--- src/axi_burst_master_macros.svh ---
`ifndef AXI_BURST_MASTER_MACROS_SVH
`define AXI_BURST_MASTER_MACROS_SVH

// AXI address and beat widths.
`define AXI_ADDR_W   32
`define AXI_DATA_W   32

// Left-side line, one full burst wide.
`define LINE_W       256

// Transaction ID width and the single ID this master drives.
`define AXI_ID_W     4
`define MASTER_ID    0

// Beats per burst; AxLEN is one less.
`define BURST_BEATS  8

// Entries in both the request and the return queue.
`define FIFO_DEPTH   8

`endif
--- src/axi_burst_master_pkg.sv ---
`default_nettype none
`include "axi_burst_master_macros.svh"

package axi_burst_master_pkg;

  ////////////////////////////////////////////////////////////
  // Vector types.
  ////////////////////////////////////////////////////////////
  typedef logic [`AXI_ADDR_W-1:0]           addr_t;     // Byte address.
  typedef logic [`AXI_DATA_W-1:0]           word_t;     // One AXI beat.
  typedef logic [`LINE_W-1:0]               line_t;     // One line, word 0 in the low bits.
  typedef logic [`AXI_ID_W-1:0]             axi_id_t;   // AxID value.
  typedef logic [$clog2(`BURST_BEATS)-1:0]  beat_idx_t; // Beat within a burst.

  // Left-side request, as queued in the request FIFO.
  typedef struct packed {
    logic  op;    // 1 = line write, 0 = line read.
    addr_t addr;  // Start address of the burst.
    line_t line;  // Write payload; don't care for a read.
  } ls_req_t;

  ////////////////////////////////////////////////////////////
  // Engine state machines.
  ////////////////////////////////////////////////////////////

  // Write engine: AW, then eight W beats, then B.
  typedef enum logic [1:0] {
    WR_IDLE,
    WR_ADDR,
    WR_DATA,
    WR_RESP
  } wr_state_e;

  // Read engine: AR, then eight R beats, then one push of the line.
  typedef enum logic [1:0] {
    RD_IDLE,
    RD_ADDR,
    RD_DATA,
    RD_PUSH
  } rd_state_e;

endpackage

`default_nettype wire

--- src/axi_burst_master.sv ---
`default_nettype none
`include "axi_burst_master_macros.svh"

// Valid/ready line requests in, one AXI4 burst at a time out.
module axi_burst_master
  import axi_burst_master_pkg::*;
(
  input  logic                     aclk,
  input  logic                     aresetn,
  // Left-side request channel.
  input  ls_req_t                  ls_req,
  input  logic                     ls_valid_in,
  output logic                     ls_ready_out,
  // Left-side return channel.
  output line_t                    ls_data_out,
  output logic                     ls_valid_out,
  input  logic                     ls_ready_in,
  // AW channel.
  output logic                     aw_valid,
  input  logic                     aw_ready,
  output addr_t                    aw_addr,
  output logic [7:0]               aw_len,
  output logic [2:0]               aw_size,
  output logic [1:0]               aw_burst,
  output axi_id_t                  aw_id,
  // W channel.
  output logic                     w_valid,
  input  logic                     w_ready,
  output word_t                    w_data,
  output logic [`AXI_DATA_W/8-1:0] w_strb,
  output logic                     w_last,
  // B channel; the response code is accepted but not decoded.
  input  logic                     b_valid,
  output logic                     b_ready,
  input  logic [1:0]               b_resp,
  // AR channel.
  output logic                     ar_valid,
  input  logic                     ar_ready,
  output addr_t                    ar_addr,
  output logic [7:0]               ar_len,
  output logic [2:0]               ar_size,
  output logic [1:0]               ar_burst,
  output axi_id_t                  ar_id,
  // R channel.
  input  logic                     r_valid,
  output logic                     r_ready,
  input  word_t                    r_data,
  input  logic                     r_last
);

  localparam logic [1:0] BURST_INCR = 2'b01;

  ls_req_t req_head;   // Show-ahead head of the request queue.
  logic    req_full;
  logic    req_empty;
  logic    req_pop;
  logic    ret_push;
  line_t   ret_line;
  logic    ret_full;
  logic    ret_empty;
  logic    wr_start;
  logic    rd_start;
  logic    wr_taken;
  logic    rd_taken;
  logic    wr_idle;
  logic    rd_idle;
  logic    bus_free;

  ////////////////////////////////////////////////////////////
  // Fixed burst fields.
  ////////////////////////////////////////////////////////////
  assign aw_len   = 8'(`BURST_BEATS - 1);
  assign ar_len   = 8'(`BURST_BEATS - 1);
  assign aw_size  = 3'($clog2(`AXI_DATA_W / 8)); // Full-width beats.
  assign ar_size  = 3'($clog2(`AXI_DATA_W / 8));
  assign aw_burst = BURST_INCR;
  assign ar_burst = BURST_INCR;
  assign aw_id    = axi_id_t'(`MASTER_ID);
  assign ar_id    = axi_id_t'(`MASTER_ID);
  assign w_strb   = '1;

  ////////////////////////////////////////////////////////////
  // Dispatch. One transaction on the bus at a time.
  ////////////////////////////////////////////////////////////
  assign bus_free = wr_idle & rd_idle & ~req_empty;
  assign wr_start = bus_free & req_head.op;
  assign rd_start = bus_free & ~req_head.op & ~ret_full; // Reserve a return slot.
  assign req_pop  = wr_taken | rd_taken;                  // Pop on the address handshake.

  assign ls_ready_out = ~req_full;
  assign ls_valid_out = ~ret_empty;

  sync_fifo #(.entry_t(ls_req_t)) req_fifo (
    .aclk     (aclk),
    .aresetn  (aresetn),
    .push     (ls_valid_in & ls_ready_out),
    .data_in  (ls_req),
    .full     (req_full),
    .pop      (req_pop),
    .data_out (req_head),
    .empty    (req_empty)
  );

  sync_fifo #(.entry_t(line_t)) ret_fifo (
    .aclk     (aclk),
    .aresetn  (aresetn),
    .push     (ret_push),
    .data_in  (ret_line),
    .full     (ret_full),
    .pop      (ls_valid_out & ls_ready_in),
    .data_out (ls_data_out),
    .empty    (ret_empty)
  );

  write_burst_engine u_wr_engine (
    .aclk      (aclk),
    .aresetn   (aresetn),
    .wr_start  (wr_start),
    .req       (req_head),
    .req_taken (wr_taken),
    .idle      (wr_idle),
    .aw_valid  (aw_valid),
    .aw_ready  (aw_ready),
    .aw_addr   (aw_addr),
    .w_valid   (w_valid),
    .w_ready   (w_ready),
    .w_data    (w_data),
    .w_last    (w_last),
    .b_valid   (b_valid),
    .b_ready   (b_ready)
  );

  read_burst_engine u_rd_engine (
    .aclk      (aclk),
    .aresetn   (aresetn),
    .rd_start  (rd_start),
    .req_addr  (req_head.addr),
    .req_taken (rd_taken),
    .idle      (rd_idle),
    .ar_valid  (ar_valid),
    .ar_ready  (ar_ready),
    .ar_addr   (ar_addr),
    .r_valid   (r_valid),
    .r_ready   (r_ready),
    .r_data    (r_data),
    .r_last    (r_last),
    .ret_push  (ret_push),
    .ret_line  (ret_line)
  );

endmodule

`default_nettype wire

--- src/read_burst_engine.sv ---
`default_nettype none
`include "axi_burst_master_macros.svh"

// One INCR read burst per start: AR, eight R beats, then one line push.
module read_burst_engine
  import axi_burst_master_pkg::*;
(
  input  logic  aclk,
  input  logic  aresetn,
  // Dispatcher side.
  input  logic  rd_start,   // Head is a read, bus free, return slot free.
  input  addr_t req_addr,
  output logic  req_taken,  // Pulses on the AR handshake.
  output logic  idle,
  // AR channel.
  output logic  ar_valid,
  input  logic  ar_ready,
  output addr_t ar_addr,
  // R channel.
  input  logic  r_valid,
  output logic  r_ready,
  input  word_t r_data,
  input  logic  r_last,
  // Return queue.
  output logic  ret_push,
  output line_t ret_line
);

  rd_state_e state_q;  // Burst phase.
  addr_t     addr_q;   // Latched burst address.
  line_t     line_q;   // Line being assembled.
  beat_idx_t beat_q;   // Slot for the next R beat.
  logic      ar_hs;
  logic      r_hs;

  assign ar_valid = (state_q == RD_ADDR);
  assign r_ready  = (state_q == RD_DATA); // Slot was reserved before issue.
  assign ret_push = (state_q == RD_PUSH); // One cycle after the last beat.
  assign idle     = (state_q == RD_IDLE);

  assign ar_hs = ar_valid & ar_ready;
  assign r_hs  = r_valid & r_ready;

  assign req_taken = ar_hs;
  assign ar_addr   = addr_q;
  assign ret_line  = line_q;

  ////////////////////////////////////////////////////////////
  // Burst FSM.
  ////////////////////////////////////////////////////////////
  always_ff @(posedge aclk) begin
    if (!aresetn) begin
      state_q <= RD_IDLE;
      beat_q  <= '0;
    end else begin
      unique case (state_q)
        RD_IDLE: begin
          if (rd_start) begin
            state_q <= RD_ADDR;
          end
        end
        RD_ADDR: begin
          if (ar_hs) begin
            state_q <= RD_DATA;
            beat_q  <= '0;
          end
        end
        RD_DATA: begin
          if (r_hs) begin
            beat_q <= beat_q + 1'b1;
            if (r_last) begin
              state_q <= RD_PUSH; // Line is complete after this edge.
            end
          end
        end
        RD_PUSH: state_q <= RD_IDLE;
        default: state_q <= RD_IDLE;
      endcase
    end
  end

  // Address capture on start, beat capture on each R handshake.
  always_ff @(posedge aclk) begin
    if (idle && rd_start) begin
      addr_q <= req_addr;
    end
    if (r_hs) begin
      line_q[beat_q * `AXI_DATA_W +: `AXI_DATA_W] <= r_data; // Word 0 lands low.
    end
  end

endmodule

`default_nettype wire

--- src/write_burst_engine.sv ---
`default_nettype none
`include "axi_burst_master_macros.svh"

// One INCR write burst per start: AW, eight W beats, then B.
module write_burst_engine
  import axi_burst_master_pkg::*;
(
  input  logic    aclk,
  input  logic    aresetn,
  // Dispatcher side.
  input  logic    wr_start,   // Head is a write and the bus is free.
  input  ls_req_t req,        // Head request, sampled on wr_start.
  output logic    req_taken,  // Pulses on the AW handshake.
  output logic    idle,
  // AW channel.
  output logic    aw_valid,
  input  logic    aw_ready,
  output addr_t   aw_addr,
  // W channel.
  output logic    w_valid,
  input  logic    w_ready,
  output word_t   w_data,
  output logic    w_last,
  // B channel.
  input  logic    b_valid,
  output logic    b_ready
);

  localparam beat_idx_t LAST_BEAT = beat_idx_t'(`BURST_BEATS - 1);

  wr_state_e state_q;  // Burst phase.
  addr_t     addr_q;   // Latched burst address.
  line_t     line_q;   // Latched write line.
  beat_idx_t beat_q;   // Word being offered on W.
  logic      aw_hs;
  logic      w_hs;
  logic      b_hs;

  ////////////////////////////////////////////////////////////
  // Channel outputs, all decoded from the state.
  ////////////////////////////////////////////////////////////
  assign aw_valid = (state_q == WR_ADDR);
  assign w_valid  = (state_q == WR_DATA);
  assign b_ready  = (state_q == WR_RESP);
  assign idle     = (state_q == WR_IDLE);

  assign aw_hs = aw_valid & aw_ready;
  assign w_hs  = w_valid & w_ready;
  assign b_hs  = b_valid & b_ready;

  assign req_taken = aw_hs;   // Dispatcher pops the head here.
  assign aw_addr   = addr_q;

  // Beat select, word 0 first.
  assign w_data = line_q[beat_q * `AXI_DATA_W +: `AXI_DATA_W];
  assign w_last = (beat_q == LAST_BEAT); // Only seen while w_valid is high.

  ////////////////////////////////////////////////////////////
  // Burst FSM.
  ////////////////////////////////////////////////////////////
  always_ff @(posedge aclk) begin
    if (!aresetn) begin
      state_q <= WR_IDLE;
      beat_q  <= '0;
    end else begin
      unique case (state_q)
        WR_IDLE: begin
          if (wr_start) begin
            state_q <= WR_ADDR;  // aw_valid rises next cycle.
          end
        end
        WR_ADDR: begin
          if (aw_hs) begin
            state_q <= WR_DATA;
            beat_q  <= '0;       // Start from word 0.
          end
        end
        WR_DATA: begin
          if (w_hs) begin
            beat_q <= beat_q + 1'b1;
            if (w_last) begin
              state_q <= WR_RESP; // Wait for B.
            end
          end
        end
        WR_RESP: begin
          if (b_hs) begin
            state_q <= WR_IDLE;  // Response itself is not decoded.
          end
        end
        default: state_q <= WR_IDLE;
      endcase
    end
  end

  // Payload capture, only when a new burst starts.
  always_ff @(posedge aclk) begin
    if (idle && wr_start) begin
      addr_q <= req.addr;
      line_q <= req.line;
    end
  end

endmodule

`default_nettype wire

--- src/sync_fifo.sv ---
`default_nettype none
`include "axi_burst_master_macros.svh"

// Circular buffer with a count; head is visible on data_out without delay.
module sync_fifo #(
  parameter type entry_t = logic
) (
  input  logic   aclk,
  input  logic   aresetn,
  input  logic   push,      // Write data_in at the tail.
  input  entry_t data_in,
  output logic   full,
  input  logic   pop,       // Drop the head entry.
  output entry_t data_out,
  output logic   empty
);

  localparam int DEPTH = `FIFO_DEPTH;
  localparam int PTR_W = (DEPTH > 1) ? $clog2(DEPTH) : 1;
  localparam int CNT_W = $clog2(DEPTH + 1);

  entry_t             mem [DEPTH];  // Storage.
  logic [PTR_W-1:0]   wr_ptr;       // Next free slot.
  logic [PTR_W-1:0]   rd_ptr;       // Head slot.
  logic [CNT_W-1:0]   count;        // Entries held.
  logic               do_push;
  logic               do_pop;

  assign full  = (count == CNT_W'(DEPTH));
  assign empty = (count == '0);

  // Out-of-range requests are dropped here.
  assign do_push = push & ~full;
  assign do_pop  = pop & ~empty;

  assign data_out = mem[rd_ptr]; // Show-ahead head.

  always_ff @(posedge aclk) begin
    if (do_push) begin
      mem[wr_ptr] <= data_in;
    end
  end

  always_ff @(posedge aclk) begin
    if (!aresetn) begin
      wr_ptr <= '0;
      rd_ptr <= '0;
      count  <= '0;
    end else begin
      if (do_push) begin
        wr_ptr <= (wr_ptr == PTR_W'(DEPTH - 1)) ? '0 : wr_ptr + 1'b1; // Wrap at the end.
      end
      if (do_pop) begin
        rd_ptr <= (rd_ptr == PTR_W'(DEPTH - 1)) ? '0 : rd_ptr + 1'b1;
      end
      count <= count + CNT_W'(do_push) - CNT_W'(do_pop); // Both at once leaves it unchanged.
    end
  end

endmodule

`default_nettype wire

--- config.mk ---
export PLATFORM = sky130hd
export DESIGN_NAME = axi_burst_master
export DESIGN_NICKNAME = d
export VERILOG_FILES = /design/src/axi_burst_master_pkg.sv /design/src/axi_burst_master.sv /design/src/read_burst_engine.sv /design/src/write_burst_engine.sv /design/src/sync_fifo.sv
export VERILOG_INCLUDE_DIRS = /design/src
export SDC_FILE = /design/constraint.sdc
export NUM_CORES = 2
export LEC_CHECK = 0
export BUFFER_PORTS_ARGS = -buffer_cell sky130_fd_sc_hd__buf_2
export CAP_MARGIN = 15
export CORE_ASPECT_RATIO = 1.75
export CORE_MARGIN = 1.5
export CORE_UTILIZATION = 35
export DETAILED_ROUTE_END_ITERATION = 8
export GPL_TIMING_DRIVEN = 0
export SLEW_MARGIN = 20
export SYNTH_ARGS = -nofsm -noshare
export SYNTH_HDL_FRONTEND = slang
export SYNTH_MEMORY_MAX_BITS = 65536
export SYNTH_SLANG_ARGS = --single-unit
--- constraint.sdc ---
create_clock -name aclk -period 43 [get_ports aclk]
set_input_delay 8.6 -clock aclk [delete_from_list [all_inputs] [get_ports aclk]]
set_output_delay 8.6 -clock aclk [all_outputs]
set_load 0.02 [all_outputs]
==> summary.txt <==
Timing
  – Hold Fails Final Rpt: 0
  – Max-slew violations: 0
  – Min Tclk post-route: 12930 ps
  – Relative slew slack: 20.8%
  – Worst-Margin Slew: 1190 ps
  – Layout Skew: 104 ps
  – Setup violations, final: 0
  – RSZ-0062 raised after global routing: false
  – Setup TNS: 0 ps
  – Fmax achieved: 0.0773 GHz
  – Final worst-path cycle share: 30.1%

Die
  – Vert. Die Dim: 968 um
  – Die area: 537000 sq um
  – Starting Density: 35.1%
  – Ports: 731
  – Chip width: 555 um
  – Core Area: 531000 sq um
  – Row count: 354

Synthesis
  – Netlist Area Pre-Place: 186000 sq um
  – Area contributors post-synth: edfxtp_1 80%, mux4_2 14%, mux2_2 3.5%
  – Leading area contributor after synthesis: edfxtp_1
  – Ys Warns: 0
  – Async SR Flop Fraction: 0%
  – Sequential cell area fraction in the yosys report: 79.9%
  – Number of flops mapped to enable cells by yosys: 4936
  – Share of the synthesized area in the top cell type: 79.5%
  – Mapped Cells: 7628
  – Syn_area_per_cell: 24.4 sq um
  – #FFs+latches synth: 4972
  – Synth cell types: 43
  – Prevailing post-synth register cell: edfxtp_1

Clocking
  – Total clock sinks: 4972
  – # Post-CTS Setup Buffers: 0
  – TritonCTS clock tree: built
  – Post-cts resize count: 0
  – H-tree Lvls: 5
  – CTS Hold Bufs: 0
  – Clock slew at reported path FFs: 80 ps
  – Skew-Pair Late Insertion Delay: 950 ps
  – Worst-case clock buffer depth: 4
  – Clk root buf: clkbuf_16
  – Clock buffer count from CTS: 424

GRT
  – GRT Residual Overflow: 0
  – Total Routing Usage GR: 19.1%
  – Global-route wire length before repair: 722000 um
  – Largest net degree at the start of global routing: 28
  – Initial antenna violation count: 163
  – Number of global-route vias before repair: 91600

Critical path
  – Worst-path fanout max: 11
  – Setup Crit Path Kind: reg -> out
  – Arrival time at the worst endpoint: 4330 ps
  – Worst Setup End Kind: output port
  – Worst setup SP type: register
  – Critical Path RT: 34400 ps

Placed design
  – Placed Area: 206000 sq um
  – # port buffers: 688
  – Hpwl dp: 385000 um
  – Placer Congestion: 0.794

Route
  – DR WL/cell: 30.9 um
  – 1st-pass router iterations: 5
  – DR vias: 87500
  – Routed vias/inst: 5.18
  – DRC viols: 0
  – DRT iter0 DRCs: 9071
  – Detail Route Antenna Nets: 0
  – Routed WL: 523000 um

Layout
  – Fill count: 45700
  – Nets: 9821
  – Most common cell after layout, fill and taps aside: edfxtp_1
  – Most frequent cells in the layout: 4936 x edfxtp_1, 1152 x mux4_2, 903 x buf_2, 576 x mux2_2, 426 x clkbuf_16
  – Proportion of layout cells with a drive suffix above 1: 40.2%
  – Area of the multi-input gates: 35700 sq um
  – Design area: 220000 sq um
  – Register Area: 149000 sq um
  – Synth-to-Final Area Change: 18.1%

Hold path
  – Hold WC Path Type: reg -> reg

Power
  – Power per standard cell area: 51.4 nW/um^2
  – Maximum vdd drop: 0.0579 mV
  – Leak pwr: 0.0746 uW
  – Power, Total: 11300 uW

Run
  – Max-cap viol count: 0

Outcome
  – Run status: finished clean
[stage by stage]
step | std cells | utilization [%] | setup slack, ps | hold slack, ps
detailed placement | 16000 | 38.8 | 30420 | 504
floorplan | 7664 | - | 5460 | 464
finish | 16900 | 41.5 | 30070 | 508
global route | 16800 | 41.5 | 30040 | 545
CTS | 16700 | 41.4 | 29960 | 517
global placement | 15300 | 37.4 | -29150 | 486
[power by group]
part	switching [uW]	total (uW)	internal, uW
Clock	1760	3800	2040
Sequential	93.1	5710	5620
Combinational	1080	1800	715
Total	2940	11300	8380
[worst max-delay path, stage by stage (launching register included)]
cell and delay (ps):
dfxtp_1 540, clkbuf_1 870, buf_2 700, mux4_2 670, mux2_2 420, buf_2 170
[final timing paths]
check / to / from / slack (ps) / cells after the start
max reg2reg: req_fifo.mem[0][47]$_DFFE_PP_ / req_fifo.count[2]$_SDFF_PN0_ / 38310 / 18
max: w_data[26] / u_wr_engine.beat_q[1]$_SDFFE_PN0P_ / 30070 / 5
min: u_rd_engine.state_q[0]$_SDFFE_PN0P_ / u_rd_engine.state_q[0]$_SDFFE_PN0P_ / 510 / 2
min reg2reg: u_rd_engine.state_q[0]$_SDFFE_PN0P_ / u_rd_engine.state_q[0]$_SDFFE_PN0P_ / 510 / 2
[kinds of logic (layout without fill, tap and decap cells)]
logic type	after synthesis	after routing	synth area share, %
and+or+nand+nor	413	413	1.10
other	2	201	0.00403
muxes	1739	1739	17.5
DFF	4972	4972	79.9
buffers and inverters	424	2554	1.11
adders and majority gates	37	37	0.256
xor gates and xnor gates	4	4	0.0188
AOI/OAI and AO/OA	37	37	0.134
[flip-flops by register name (all words and copies together) (netlist names), named ones only]
name / cells
u_wr_engine.line_q: 256
u_rd_engine.beat_q: 3
req_fifo.wr_ptr: 3
req_fifo.count: 4
u_wr_engine.aw_addr: 32
u_rd_engine.ret_line: 256
req_fifo.rd_ptr: 3
ret_fifo.mem: 2048
u_rd_engine.ar_addr: 32
u_wr_engine.beat_q: 3
req_fifo.mem: 2312
u_rd_engine.state_q: 2
ret_fifo.wr_ptr: 3
ret_fifo.count: 4
ret_fifo.rd_ptr: 3
u_wr_engine.state_q: 2
[synthesized netlist by cell type (6+ instances only)]
library cell,instances
mux4_2,1152
inv_1,27
mux2_2,576
ha_1,35
buf_4,38
o21ai_0,8
mux2i_1,11
nand2_1,68
a21boi_0,11
a22oi_1,6
clkbuf_1,158
nor2_1,145
and2_1,136
edfxtp_1,4936
nand3_1,7
nand2b_1,8
buf_1,57
nor3_1,14
dfxtp_1,36
nor2b_1,13
buf_6,24
buf_2,117
[layer usage]
| layer | global-route usage [%] | vias to the layer above | wire length [um] |
|---|---|---|---|
| met1 | 21.4 | 47200 | 184000 |
| li1 | - | 36000 | - |
| met4 | 8.75 | 112 | 25500 |
| met3 | 3.97 | 906 | 35900 |
| met5 | 0 | - | 685 |
| met2 | 34.4 | 3379 | 277000 |
[layout make-up]
class / instances / share of cell area [%]
inverters: 27 / 0.0460
diodes: 163 / 0.185
clock buffers: 494 / 4.96
repair buffers: 1361 / 4.86
plain buffers: 397 / 0.904
well taps: 6942 / 3.95
clock inverters: 275 / 1.24
multi-input cells: 2268 / 16.2
flip-flops and latches: 4972 / 67.7
No activity file was read; power rests on OpenSTA's default activity.
